### config.mk
export PLATFORM = sky130hd
export DESIGN_NAME = controlUnit
export DESIGN_NICKNAME = d
export VERILOG_FILES = /design/src/mipsCtrlPkg.sv /design/src/instrDecoder.sv /design/src/controlSequencer.sv /design/src/strobeDecoder.sv /design/src/controlUnit.sv
export VERILOG_INCLUDE_DIRS = /design/src
export SDC_FILE = /design/constraint.sdc
export NUM_CORES = 1
export LEC_CHECK = 0
export ABC_AREA = 1
export BUFFER_PORTS_ARGS = -buffer_cell sky130_fd_sc_hd__buf_4
export CORE_MARGIN = 8
export CORE_UTILIZATION = 53
export CTS_CLUSTER_SIZE = 28
export DETAILED_ROUTE_END_ITERATION = 10
export HOLD_SLACK_MARGIN = 0.05
export PLACE_DENSITY = 0.87
export SLEW_MARGIN = 15
export SYNTH_ARGS = -nofsm -noshare
export SYNTH_HDL_FRONTEND = slang
export SYNTH_SLANG_ARGS = --single-unit
export TNS_END_PERCENT = 5
### constraint.sdc
create_clock -name clk -period 2.15 [get_ports clk]
set_input_delay 0.1075 -clock clk [delete_from_list [all_inputs] [get_ports clk]]
set_output_delay 0.1075 -clock clk [all_outputs]
set_load 0.005 [all_outputs]
### src/mipsCtrl_macros.svh
`ifndef MIPSCTRL_MACROS_SVH
`define MIPSCTRL_MACROS_SVH

// instruction field widths
`define OPCODE_W 6
`define FUNCT_W 6
`define SHAMT_W 5

`define STATE_W 5

`define OP_RTYPE 6'h00
`define OP_BEQ 6'h04
`define OP_BNE 6'h05
`define OP_LW 6'h23
`define OP_SW 6'h2b
`define OP_LUI 6'h0f
`define OP_J 6'h02
`define OP_JAL 6'h03

// funct codes, R-type only
`define FN_ADD 6'h20
`define FN_AND 6'h24
`define FN_SUB 6'h22
`define FN_XOR 6'h26
`define FN_BREAK 6'h0d
`define FN_JR 6'h08
`define FN_NOP 6'h00

`endif

### src/mipsCtrlPkg.sv
`default_nettype none

`include "mipsCtrl_macros.svh"

package mipsCtrlPkg;

	typedef enum logic [`STATE_W-1:0] {
		Reset, MemoryRead, WaitMemoryRead, IRWrite, Decode, // fetch chain
		Add, And, Sub, Xor,
		Break, Nop, WriteRegAlu,
		Beq, Bne,
		Lw, LwAddr, LwWait, LwCapture, LwWrite,
		Sw, SwWrite, SwWait,
		Lui, J, Jr, JalLink, Jal
	} stateT;

	typedef enum logic [3:0] {
		ClsAdd, ClsAnd, ClsSub, ClsXor,
		ClsBreak, ClsNop, ClsJr,
		ClsBeq, ClsBne, ClsLw, ClsSw,
		ClsLui, ClsJ, ClsJal,
		ClsIllegal
	} instrClassT;

	// encodings match the ALU in the datapath
	typedef enum logic [2:0] {
		AluAnd = 3'd0,
		AluAdd = 3'd1,
		AluSub = 3'd2,
		AluAndR = 3'd3,
		AluXor = 3'd6
	} aluOpT;

	typedef enum logic [1:0] {PcAlu, PcBranch, PcJump, PcReg} pcSrcT;

	typedef enum logic [1:0] {DstRt, DstRd, DstRa} regDstT;

	typedef enum logic [2:0] {
		FromAlu = 3'd0,
		FromMem = 3'd1,
		FromUpperImm = 3'd2,
		FromLink = 3'd6 // pc + 4 for jal
	} memToRegT;

	typedef enum logic [1:0] {SrcBReg, SrcBFour, SrcBImm, SrcBBranchOff} aluSrcBT;

endpackage

`default_nettype wire

### src/instrDecoder.sv
`timescale 1ns/1ps
`default_nettype none

`include "mipsCtrl_macros.svh"

module instrDecoder (
	input logic [`OPCODE_W-1:0] opcode,
	input logic [`FUNCT_W-1:0] funct,
	input logic [`SHAMT_W-1:0] shamt,
	output mipsCtrlPkg::instrClassT instrClass
);

	import mipsCtrlPkg::*;

	always_comb
	begin
		instrClass = ClsIllegal;
		case (opcode)
			`OP_RTYPE:
			begin
				case (funct)
					`FN_ADD: instrClass = ClsAdd;
					`FN_AND: instrClass = ClsAnd;
					`FN_SUB: instrClass = ClsSub;
					`FN_XOR: instrClass = ClsXor;
					`FN_BREAK: instrClass = ClsBreak;
					`FN_JR: instrClass = ClsJr;
					`FN_NOP:
					begin
						// shifts are gone, so any shamt other than zero is illegal
						if (shamt == '0)
							instrClass = ClsNop;
						else
							instrClass = ClsIllegal;
					end
					default: instrClass = ClsIllegal;
				endcase
			end
			`OP_BEQ: instrClass = ClsBeq;
			`OP_BNE: instrClass = ClsBne;
			`OP_LW: instrClass = ClsLw;
			`OP_SW: instrClass = ClsSw;
			`OP_LUI: instrClass = ClsLui;
			`OP_J: instrClass = ClsJ;
			`OP_JAL: instrClass = ClsJal;
			default: instrClass = ClsIllegal;
		endcase
	end

endmodule

`default_nettype wire

### src/controlSequencer.sv
`timescale 1ns/1ps
`default_nettype none

module controlSequencer (
	input logic clk,
	input logic reset,
	input mipsCtrlPkg::instrClassT instrClass,
	output mipsCtrlPkg::stateT state
);

	import mipsCtrlPkg::*;

	stateT nextState;

	always_ff @(posedge clk or posedge reset)
	begin
		if (reset)
			state <= Reset;
		else
			state <= nextState;
	end

	always_comb
	begin
		case (state)
			Reset: nextState = MemoryRead;
			MemoryRead: nextState = WaitMemoryRead;
			WaitMemoryRead: nextState = IRWrite;
			IRWrite: nextState = Decode;
			Decode:
			begin
				case (instrClass) // fields only matter here
					ClsAdd: nextState = Add;
					ClsAnd: nextState = And;
					ClsSub: nextState = Sub;
					ClsXor: nextState = Xor;
					ClsNop: nextState = Nop;
					ClsJr: nextState = Jr;
					ClsBeq: nextState = Beq;
					ClsBne: nextState = Bne;
					ClsLw: nextState = Lw;
					ClsSw: nextState = Sw;
					ClsLui: nextState = Lui;
					ClsJ: nextState = J;
					ClsJal: nextState = JalLink;
					default: nextState = Break; // break and illegal
				endcase
			end
			Add, And, Sub, Xor: nextState = WriteRegAlu;
			Break: nextState = Break; // halted until reset
			Lw: nextState = LwAddr;
			LwAddr: nextState = LwWait;
			LwWait: nextState = LwCapture;
			LwCapture: nextState = LwWrite;
			Sw: nextState = SwWrite;
			SwWrite: nextState = SwWait;
			JalLink: nextState = Jal;
			Nop, WriteRegAlu, Beq, Bne, LwWrite, SwWait, Lui, J, Jr, Jal:
				nextState = MemoryRead;
			default: nextState = Reset; // unused encodings
		endcase
	end

	stateKnown: assert property (@(posedge clk) disable iff (reset) !$isunknown(state))
		else $error("state register unknown");

	breakHolds: assert property (@(posedge clk) disable iff (reset)
		state == Break |=> state == Break)
		else $error("left Break without reset");

endmodule

`default_nettype wire

### src/strobeDecoder.sv
`timescale 1ns/1ps
`default_nettype none

module strobeDecoder (
	input mipsCtrlPkg::stateT state,
	output logic memWriteOrRead,
	output logic mdrControl,
	output logic pcControl,
	output logic pcCond,
	output logic bneOrBeq,
	output logic irWrite,
	output logic writeA,
	output logic writeB,
	output logic regWrite,
	output logic aluSrcA,
	output logic regAluControl,
	output logic iOrD,
	output mipsCtrlPkg::pcSrcT origPC,
	output mipsCtrlPkg::aluSrcBT aluSrcB,
	output mipsCtrlPkg::aluOpT aluControl,
	output mipsCtrlPkg::regDstT regDst,
	output mipsCtrlPkg::memToRegT memToReg
);

	import mipsCtrlPkg::*;

	always_comb
	begin
		memWriteOrRead = 1'b0;
		mdrControl = 1'b0;
		pcControl = 1'b0;
		pcCond = 1'b0;
		bneOrBeq = 1'b0;
		irWrite = 1'b0;
		writeA = 1'b0;
		writeB = 1'b0;
		regWrite = 1'b0;
		aluSrcA = 1'b0;
		regAluControl = 1'b0;
		iOrD = 1'b0;
		origPC = PcAlu;
		aluSrcB = SrcBReg;
		aluControl = AluAnd;
		regDst = DstRt;
		memToReg = FromAlu;

		case (state)
			Reset:
				irWrite = 1'b1;
			MemoryRead, WaitMemoryRead:
			begin
				irWrite = 1'b1;
				aluSrcB = SrcBFour; // pc + 4
				aluControl = AluAdd;
			end
			IRWrite:
			begin
				irWrite = 1'b1;
				aluSrcB = SrcBFour;
				aluControl = AluAdd;
				pcControl = 1'b1;
				origPC = PcAlu;
			end
			Decode:
			begin
				writeA = 1'b1;
				writeB = 1'b1;
				aluSrcB = SrcBBranchOff; // branch target precomputed
				aluControl = AluAdd;
				regAluControl = 1'b1;
			end
			Add, And, Sub, Xor:
			begin
				aluSrcA = 1'b1;
				regAluControl = 1'b1;
				case (state)
					And: aluControl = AluAndR;
					Sub: aluControl = AluSub;
					Xor: aluControl = AluXor;
					default: aluControl = AluAdd;
				endcase
			end
			WriteRegAlu:
			begin
				regWrite = 1'b1;
				regDst = DstRd;
				memToReg = FromAlu;
			end
			Beq, Bne:
			begin
				aluSrcA = 1'b1;
				aluControl = AluSub; // compare rs and rt
				pcCond = 1'b1;
				origPC = PcBranch;
				bneOrBeq = (state == Beq);
			end
			Lw, Sw:
			begin
				aluSrcA = 1'b1;
				aluSrcB = SrcBImm;
				aluControl = AluAdd;
				regAluControl = 1'b1;
			end
			LwAddr, LwWait:
				iOrD = 1'b1;
			LwCapture:
			begin
				iOrD = 1'b1;
				mdrControl = 1'b1;
			end
			LwWrite:
			begin
				regWrite = 1'b1;
				regDst = DstRt;
				memToReg = FromMem;
			end
			SwWrite, SwWait:
			begin
				iOrD = 1'b1;
				memWriteOrRead = 1'b1;
			end
			Lui:
			begin
				regWrite = 1'b1;
				memToReg = FromUpperImm;
			end
			J, Jal:
			begin
				pcControl = 1'b1;
				origPC = PcJump;
			end
			Jr:
			begin
				pcControl = 1'b1;
				origPC = PcReg;
			end
			JalLink:
			begin
				regWrite = 1'b1;
				regDst = DstRa; // r31
				memToReg = FromLink;
			end
			default:
			begin
			end
		endcase
	end

	noWriteClash: assert property (@(state) !(regWrite && memWriteOrRead))
		else $error("register write and memory write in the same state");

	condUsesBranch: assert property (@(state) pcCond |-> origPC == PcBranch)
		else $error("conditional pc load without branch target");

endmodule

`default_nettype wire

### src/controlUnit.sv
`timescale 1ns/1ps
`default_nettype none

`include "mipsCtrl_macros.svh"

module controlUnit (
	input logic clk,
	input logic reset,
	input logic [`OPCODE_W-1:0] opcode,
	input logic [`FUNCT_W-1:0] funct,
	input logic [`SHAMT_W-1:0] shamt,
	output logic memWriteOrRead,
	output logic mdrControl,
	output logic pcControl,
	output logic pcCond,
	output logic bneOrBeq,
	output logic irWrite,
	output logic writeA,
	output logic writeB,
	output logic regWrite,
	output logic aluSrcA,
	output logic regAluControl,
	output logic iOrD,
	output mipsCtrlPkg::pcSrcT origPC,
	output mipsCtrlPkg::aluSrcBT aluSrcB,
	output mipsCtrlPkg::aluOpT aluControl,
	output mipsCtrlPkg::regDstT regDst,
	output mipsCtrlPkg::memToRegT memToReg,
	output mipsCtrlPkg::stateT stateOut
);

	mipsCtrlPkg::instrClassT instrClass;

	instrDecoder u_instrDecoder (
		.opcode(opcode),
		.funct(funct),
		.shamt(shamt),
		.instrClass(instrClass)
	);

	controlSequencer u_controlSequencer (
		.clk(clk),
		.reset(reset),
		.instrClass(instrClass),
		.state(stateOut) // also the debug port
	);

	strobeDecoder u_strobeDecoder (
		.state(stateOut),
		.memWriteOrRead(memWriteOrRead),
		.mdrControl(mdrControl),
		.pcControl(pcControl),
		.pcCond(pcCond),
		.bneOrBeq(bneOrBeq),
		.irWrite(irWrite),
		.writeA(writeA),
		.writeB(writeB),
		.regWrite(regWrite),
		.aluSrcA(aluSrcA),
		.regAluControl(regAluControl),
		.iOrD(iOrD),
		.origPC(origPC),
		.aluSrcB(aluSrcB),
		.aluControl(aluControl),
		.regDst(regDst),
		.memToReg(memToReg)
	);

endmodule

`default_nettype wire

==> results_dict.tcl, run 1 <==
set metrics [dict create \
    outcome "complete, no violations" \
    grtUsageTotal_pct 16.9 \
    postRouteAntennaNets 0 \
    clk_pin_slew_worst_paths_ns 0.04 \
    top_register "u_controlSequencer.state" \
    yosysWarnings 0 \
    n_antenna_cell 0 \
    cts_setup_buffers 0 \
    fp.dieW_um 63.3 \
    hold_viol 0 \
    cts_tree "built" \
    drc 0 \
    dieArea_um2 4000 \
    crit_fanout 9 \
    pin_count 48 \
    crit_cells 8 \
    cts_hold_buf 1 \
    rsz0062_at_grt "false" \
    arrival_ns 1.82 \
    ys_seq_area_share_pct 10.6 \
    finClkSkew_ns 0.000130 \
    cp-start-kind "flop" \
    grt_max_degree 11 \
    vdd_drop_max_mv 0.462 \
    nets 305 \
    placed_cells 302 \
    netlist.area_leader.share_pct 18.4 \
    path_cells "inv_2, nand2_1, nor2_2, inv_1, o21ai_0, nor4_1, o21ai_0, buf_4" \
    worst_hold_slack_ns 0.345 \
    wl_um 3510 \
    placed_cell_area_um2 1560 \
    setup_tns_ns 0 \
    critPathBufInv 3 \
    area_delta_synth_final_pct 34.5 \
    grt_pass1_vias 1405 \
    vias 1526 \
    clockBufferDepth 2 \
    insertion_delay_ns 0.24 \
    syn_area_per_cell_um2 5.17 \
    ys_types 25 \
    cp_top_family "flip-flops" \
    synth_fp_nets 254 \
    rows 17 \
    n_fill_cell 227 \
    crit_type "reg2out" \
    ys_top_cells_by_area "nand2_1, inv_1, nor2_1" \
    period_needed_ns 1.93 \
    fin_ws_ns 0.218 \
    post_cts_resized 0 \
    reg_top3 "u_controlSequencer.state: 5 flops" \
    final_core_util_pct 73.5 \
    core_area_um2 2170 \
    antenna_found_initial 0 \
    crit_path_frequent_cell "o21ai_0" \
    leakagePower_nw 0.977 \
    grt_pass1_wl_um 5840 \
    place_ws_ns 0.435 \
    first_iter_violations 81 \
    slowest_stage "dfrtp_1" \
    place_congestion 0.972 \
    largest_register_ff_count 5 \
    power_density_nw_per_um2 788 \
    vias_per_cell 4.97 \
    synth-seq-cells 5 \
    hold_path_class "in2async" \
    yosysTopAreaCell "nand2_1" \
    max-slew-margin-rel_pct 75.4 \
    instances_no_fill 307 \
    cts.sinks 5 \
    setup_viol 0 \
    max_clock_freq_ghz 0.518 \
    power.total_mw 1.26 \
    synthCells 229 \
    wl_per_cell_um 11.4 \
    drv_slew 0 \
    cts_buffers 3 \
    critPathLaunch "u_controlSequencer.state[4]" \
    cp_slowest_stage_delay_ns 0.54 \
    dp_hpwl_um 3040 \
    cp.required_ns 2.04 \
    reg2reg_from "u_controlSequencer.state[4]" \
    synth_area_um2 1180 \
    cp-end-kind "output pin" \
    cts_max_level 1 \
    fin_area_um2 1590 \
    root_buffer "clkbuf_4" \
    dr.pass1.iters 4 \
    worst_pin_slew_ns 0.368 \
    start_util_pct 54.6 \
    grt-ovfl-total 0 \
    max-cap-violations 0 \
    die_y_um 63.3 \
    reg2regPathDepth 8 \
    io_buffers 47 \
    post-route-period-util_pct 89.9 \
    drive_gt1_share_pct 25.8 \
]
## power by group
part	total, mW	switching [mW]	internal [mW]	leakage (nW)
sequential	0.227	0.0899	0.137	0.0642
clock	0.109	0.0387	0.0702	0.0150
combinational	0.920	0.503	0.417	0.898
total	1.26	0.631	0.624	0.977
## final timing paths
path	slack, ns	to
max	0.22	aluControl[0]
min	0.34	u_controlSequencer.state[3]
max reg2reg	0.46	u_controlSequencer.state[0]
min reg2reg	0.88	u_controlSequencer.state[4]
max in group asynchronous	1.63	u_controlSequencer.state[1]
min in group clk	0.42	u_controlSequencer.state[0]
## routing by layer
| layer | part of all wire (%) | track usage, % |
|---|---|---|
| met1 | 39 | 16.5 |
| met2 | 52 | 32.5 |
| met3 | 5.8 | 3.36 |
| met4 | 3.0 | 8.64 |
| met5 | 0 | 0 |
## cell families after synthesis
logic type,count (synthesis),share of synthesized area (%)
simple gates,153,58.6
compound gates,15,7.39
flops,5,10.6
buf+inv,50,17.1
fa+ha+maj,6,6.34
## worst min-delay path: cells and delay by family
family / cells / cell delay, ns
buf+inv: 3 / 0.84
## cells in the mapped netlist
| master | number |
|---|---|
| a21oi_1 | 3 |
| a21oi_2 | 2 |
| buf_4 | 4 |
| dfrtp_1 | 5 |
| ha_1 | 6 |
| inv_1 | 44 |
| inv_2 | 2 |
| nand2_1 | 58 |
| nand2_2 | 2 |
| nand2_4 | 2 |
| nand3_1 | 24 |
| nand3_2 | 2 |
| nand3b_1 | 1 |
| nand4_1 | 2 |
| nor2_1 | 44 |
| nor2_2 | 7 |
| nor2_4 | 2 |
| nor3_1 | 6 |
| nor3b_1 | 1 |
| nor4_1 | 1 |
| o21ai_0 | 6 |
| o21ai_1 | 1 |
| o22ai_1 | 2 |
| o31ai_1 | 1 |
| or2_2 | 1 |
## final cells by class
type | instances | area, µm² | area share, %
Timing Repair Buffer | 50 | 378 | 23.7
Tap cell | 28 | 35.0 | 2.20
Inverter | 46 | 173 | 10.8
Sequential cell | 5 | 125 | 7.85
Multi-Input combinational cell | 174 | 857 | 53.8
Clock buffer | 4 | 26.3 | 1.65
## cells in the final DEF, fill, tap and decap left out, types with 3 or more instances in the layout
cell type  instances
nor2_2             7
a21oi_1            3
o21ai_0            6
nand3_1           24
clkbuf_4           3
nand2_1           58
dfrtp_1            5
inv_1             44
ha_1               6
buf_4             49
nor3_1             6
nor2_1            44
(Power assumes the default switching activity.)
==> run 2: changes to the inputs <==
--- a/config.mk
+++ b/config.mk
@@ -8,12 +8,14 @@
 export LEC_CHECK = 0
 export ABC_AREA = 1
 export BUFFER_PORTS_ARGS = -buffer_cell sky130_fd_sc_hd__buf_4
+export CAP_MARGIN = 20
+export CORE_ASPECT_RATIO = 1.75
 export CORE_MARGIN = 8
-export CORE_UTILIZATION = 53
+export CORE_UTILIZATION = 44
 export CTS_CLUSTER_SIZE = 28
 export DETAILED_ROUTE_END_ITERATION = 10
 export HOLD_SLACK_MARGIN = 0.05
-export PLACE_DENSITY = 0.87
+export PLACE_DENSITY = 0.77
 export SLEW_MARGIN = 15
 export SYNTH_ARGS = -nofsm -noshare
 export SYNTH_HDL_FRONTEND = slang
==> constraint.sdc (replaced) <==
create_clock -name clk -period 1.6 [get_ports clk]
set_input_delay 0.08 -clock clk [delete_from_list [all_inputs] [get_ports clk]]
set_output_delay 0.08 -clock clk [all_outputs]
set_load 0.005 [all_outputs]
==> run 2 against run 1 <==
- die area rose by 17%
- critical path depth rose by 1
- sequential share of layout area fell by 1.0 points
- register-to-register slack got worse by 0.33 ns
- count of clock-buffer cells in the layout fell by 1
- hold slack got worse by 0.024 ns
==> results_dict.tcl, run 2 (synthesis gave the netlist of run 1 again) <==
set metrics [dict create \
    outcome "complete, no violations" \
    n_antenna_cell 0 \
    grt_pass1_wl_um 7270 \
    p_switching_mw 1.13 \
    io_buffers 47 \
    max-slew-margin-rel_pct 77.8 \
    root_buffer "clkbuf_8" \
    area_delta_synth_final_pct 62.2 \
    worst_pin_slew_ns 0.330 \
    top_register "u_controlSequencer.state" \
    vias 1692 \
    clockBufferDepth 2 \
    hold_viol 0 \
    crit_path_frequent_cell "buf_4" \
    switching_share_pct 48.2 \
    seqCellArea_um2 131 \
    wl_per_cell_um 13.6 \
    clk_pin_slew_worst_paths_ns 0.04 \
    grtUsageTotal_pct 18.6 \
    max_clock_freq_ghz 0.631 \
    hold_path_class "in2async" \
    cts_tree "built" \
    core_area_um2 2630 \
    rsz0062_at_grt "true" \
    n_fill_cell 236 \
    pin_count 48 \
    cts_buffers 3 \
    fp.dieW_um 55.2 \
    start_util_pct 45.1 \
    layout_commonest_cell "buf_4" \
    nets 331 \
    multi_input_area_um2 955 \
    reg_top3 "u_controlSequencer.state: 5 flops" \
    cp-start-kind "flop" \
    dp_hpwl_um 3790 \
    vdd_drop_max_mv 0.620 \
    rows 25 \
    postRouteAntennaNets 0 \
    instances_no_fill 332 \
    finClkSkew_ns 0.000823 \
    place_congestion 0.954 \
    cp.required_ns 1.52 \
    cp-end-kind "output pin" \
    first_iter_violations 33 \
    grt_pass1_vias 1697 \
    cp_top_family "flip-flops" \
    crit_fanout 4 \
    insertion_delay_ns 0.23 \
    final_core_util_pct 73.1 \
    cts_max_level 1 \
    period_needed_ns 1.59 \
    worst_hold_slack_ns 0.321 \
    dr.pass1.iters 4 \
    max-cap-violations 0 \
    critPathBufInv 4 \
    crit_type "reg2out" \
    antenna_found_initial 0 \
    post-route-period-util_pct 99.1 \
    setup_tns_ns 0 \
    drc 0 \
    vias_per_cell 5.10 \
    dieArea_um2 4670 \
    p_seq_share_pct 13.7 \
    leakagePower_nw 1.13 \
    power_density_nw_per_um2 1220 \
    cts.sinks 5 \
    setup_viol 0 \
    drv_slew 0 \
    placed_cells 319 \
    arrival_ns 1.51 \
    largest_register_ff_count 5 \
    cp_slowest_stage_delay_ns 0.45 \
    wl_um 4510 \
    grt_max_degree 9 \
    path_cells "inv_4, nand2_4, buf_4, nor2_4, inv_2, o21ai_2, nor4_2, o21ai_1, buf_4" \
    final_cell_mix "buf_4, nand2_1, inv_1" \
    p_int_mw 1.22 \
    combinationalPowerShare_pct 76.0 \
    drive_gt1_share_pct 41.6 \
    grt-ovfl-total 0 \
    slowest_stage "dfrtp_2" \
    clkPwrFrac_pct 10.3 \
    die_y_um 84.6 \
]
[run 2: cell types whose count changed in the layout (fill, tap and decap cells not counted), moves of 4 or more]
| cell | before | now |
|---|---|---|
| inv_2 | 2 | 7 |
| nor2_1 | 44 | 35 |
| dfrtp_1 | 5 | 0 |
| nor2_2 | 7 | 11 |
| buf_4 | 49 | 73 |
| dfrtp_2 | 0 | 5 |
| inv_1 | 44 | 38 |
| nor2_4 | 2 | 7 |
[run 2: final timing paths]
kind / startpoint / to / slack (ns) / cells past startpoint
min reg2reg: u_controlSequencer.state[4] / u_controlSequencer.state[3] / 0.86 / 4
min in group clk: opcode[1] / u_controlSequencer.state[4] / 0.40 / 7
max in group asynchronous: reset / u_controlSequencer.state[3] / 1.09 / 3
min: reset / u_controlSequencer.state[1] / 0.32 / 3
max: u_controlSequencer.state[3] / aluControl[0] / 0.01 / 9
max reg2reg: u_controlSequencer.state[2] / u_controlSequencer.state[0] / 0.13 / 9
[run 2: cell type report]
cell class | instances | share of cell area, %
well taps | 27 | 1.76
clock inverters | 1 | 0.260
repair buffers | 76 | 30.2
flip-flops and latches | 5 | 6.84
inverters | 46 | 9.11
clock buffers | 3 | 2.15
multi-input cells | 174 | 49.7
[run 2: worst register-to-register path, stage by stage, from the launching register on]
cell and delay (ns):
dfrtp_2 0.48, nand2_4 0.12, nor2_4 0.04, buf_4 0.13, a21oi_4 0.12, nand2_2 0.08, inv_2 0.07, o21ai_1 0.10
nor3b_2 0.16, nand2_1 0.06
[run 2: through the flow]
stage | setup WS (ns) | power, mW | instance area [µm²]
final | 0.0150 | 2.35 | 1920
after global routing | -0.0542 | 2.53 | 1920
after CTS | 0.00681 | 2.06 | 1780
after global placement | -0.0300 | 1.72 | 1690
after detailed placement | -0.0709 | 1.72 | 1690
after floorplan | 0.163 | 0.980 | 1180
[run 2: what timing repair did]
item                                   CTS  global route
hold buffers                             1             0
pin swaps                                3             7
endpoints found under the hold margin    5             0
setup buffers                            2             6
gates cloned                             0             0
gates resized for setup                 11            30
setup endpoints to repair                5            15
[run 2: power groups by stage]
stage / sequential (mW) / clock [mW] / combinational [mW]
after floorplan: 0.248 / 0 / 0.732
after global placement: 0.277 / 0 / 1.45
after detailed placement: 0.275 / 0 / 1.45
after CTS: 0.286 / 0.244 / 1.53
after global routing: 0.331 / 0.255 / 1.94
final: 0.321 / 0.242 / 1.79
[run 2: per-layer routing]
layer	wire length, µm	vias to the layer above	track usage [%]
met5	0	-	0
met4	197	0	10.6
met3	184	18	2.72
met2	2750	64	40.4
met1	1380	754	13.7
li1	-	856	-
==> run 3: changes to the inputs <==
--- a/config.mk
+++ b/config.mk
@@ -11,11 +11,11 @@
 export CAP_MARGIN = 20
 export CORE_ASPECT_RATIO = 1.75
 export CORE_MARGIN = 8
-export CORE_UTILIZATION = 44
+export CORE_UTILIZATION = 40
 export CTS_CLUSTER_SIZE = 28
 export DETAILED_ROUTE_END_ITERATION = 10
 export HOLD_SLACK_MARGIN = 0.05
-export PLACE_DENSITY = 0.77
+export PLACE_DENSITY = 0.71
 export SLEW_MARGIN = 15
 export SYNTH_ARGS = -nofsm -noshare
 export SYNTH_HDL_FRONTEND = slang
==> run 3 against run 2 <==
- the run now ends with negative setup slack left
- register-to-register slack lost 0.14 ns
- via count grew 2.6%
- core utilization shrank 0.46 points
- final cell count grew 5.1%
- flip-flop and latch count is the same
- fmax shrank 3.9%
- count of clock-buffer cells in the layout is the same
- critical endpoint unchanged
==> results_dict.tcl, run 3 (synthesis gave the netlist of run 1 again) <==
set metrics [dict create \
    outcome "finished, violations left" \
    violations "negative setup slack" \
    post-route-period-util_pct 103 \
    dieArea_um2 5030 \
    postRouteAntennaNets 0 \
    top_register "u_controlSequencer.state" \
    place_congestion 0.962 \
    antenna_found_initial 0 \
    reg_top3 "u_controlSequencer.state: 5 flops" \
    dp_hpwl_um 3880 \
    vias 1736 \
    fin_ws_ns -0.0498 \
    cts_max_level 1 \
    worst_pin_slew_ns 0.340 \
    wl_um 4630 \
    cp-end-kind "output pin" \
    insertion_delay_ns 0.23 \
    final_cell_mix "buf_4, nand2_1, inv_1" \
    layout_commonest_cell "buf_4" \
    vdd_drop_max_mv 0.546 \
    wl_per_cell_um 13.3 \
    max-slew-margin-rel_pct 77.3 \
    rsz0062_at_grt "true" \
    grt-ovfl-total 0 \
    grt_pass1_wl_um 7300 \
    setup_tns_ns -0.0823 \
    grtUsageTotal_pct 18.0 \
    setup_viol 4 \
    pin_count 48 \
    clk_pin_slew_worst_paths_ns 0.04 \
    vias_per_cell 4.97 \
    grt_pass1_vias 1734 \
    fp.dieW_um 57.1 \
    cts_buffers 3 \
    nets 347 \
    cts.sinks 5 \
    finClkSkew_ns 0.00200 \
    hold_path_class "in2async" \
    period_needed_ns 1.65 \
    cts_tree "built" \
    instances_no_fill 349 \
    die_y_um 88 \
    core_area_um2 2860 \
    drive_gt1_share_pct 45.2 \
    crit_type "reg2out" \
    drv_slew 0 \
    area_delta_synth_final_pct 75.6 \
    max-cap-violations 0 \
    cp-start-kind "flop" \
    root_buffer "clkbuf_8" \
    io_buffers 47 \
    cp.required_ns 1.52 \
    placed_cells 334 \
    first_iter_violations 18 \
    start_util_pct 41.4 \
    crit_fanout 7 \
    worst_hold_slack_ns 0.330 \
    hold_viol 0 \
    arrival_ns 1.57 \
    n_fill_cell 252 \
    n_antenna_cell 0 \
    place_ws_ns -0.0705 \
    max_clock_freq_ghz 0.606 \
    leakagePower_nw 1.22 \
    grt_max_degree 8 \
    final_core_util_pct 72.7 \
    power_density_nw_per_um2 1300 \
    dr.pass1.iters 4 \
    drc 0 \
    clockBufferDepth 2 \
    largest_register_ff_count 5 \
    rows 26 \
]
run 3: cell types whose count changed in the layout (fill, tap and decap cells not counted), sizes merged:
| cell | before | now |
|---|---|---|
| buf | 75 | 91 |
run 3: timing repair:
item,CTS,global route
hold endpoints to repair,5,0
gates resized for setup,22,24
endpoints found under the setup margin,8,17
pin swaps,7,8
hold buffers,1,0
buffers inserted,6,4
run 3: per-stage QoR:
stage | power (mW) | cell area (µm²)
2_1_floorplan | 0.980 | 1180
3_3_place_gp | 1.93 | 1800
3_5_place_dp | 1.93 | 1800
4_1_cts | 2.41 | 1950
5_1_grt | 2.90 | 2080
6_report | 2.70 | 2080
run 3: area by class of cell:
class	count	area, µm²	area share (%)
clock buffer	3	41.3	1.98
clock inverter	1	5.00	0.241
inverter	46	173	8.30
multi-input combinational	174	977	47.0
sequential	5	129	6.19
tap	28	35.0	1.68
timing repair buffer	92	721	34.6
run 3: worst max-delay path: stages (launching register included):
cell and delay, ns:
dfrtp_2 0.49, nand2_4 0.13, nor2_4 0.04, inv_2 0.06
nor2_2 0.04, buf_4 0.13, nor4_2 0.20, o21ai_1 0.11
buf_4 0.15
run 3: report_power, final:
group | internal, mW | leakage (nW) | total (mW) | switching (mW)
sequential | 0.192 | 0.0606 | 0.304 | 0.112
clock | 0.168 | 0.0255 | 0.241 | 0.0730
combinational | 1.10 | 1.13 | 2.15 | 1.05
total | 1.46 | 1.22 | 2.70 | 1.24
run 3: routing by layer:
metal	wire length, µm	part of all wire [%]	track usage (%)
met1	1420	31	12.8
met2	2770	60	37.5
met3	235	5.1	4.06
met4	197	4.3	13.5
met5	0	0	0
run 3: path summary, 6_finish.rpt:
path / from / end / slack (ns) / depth (start not counted)
max in group asynchronous: reset / u_controlSequencer.state[1] / 1.05 / 3
worst min register to register: u_controlSequencer.state[1] / u_controlSequencer.state[4] / 0.88 / 4
worst max register to register: u_controlSequencer.state[3] / u_controlSequencer.state[0] / -0.01 / 8
min in group clk: opcode[1] / u_controlSequencer.state[4] / 0.41 / 7
worst min-delay path: reset / u_controlSequencer.state[4] / 0.33 / 3
worst max-delay path: u_controlSequencer.state[2] / aluControl[0] / -0.05 / 8
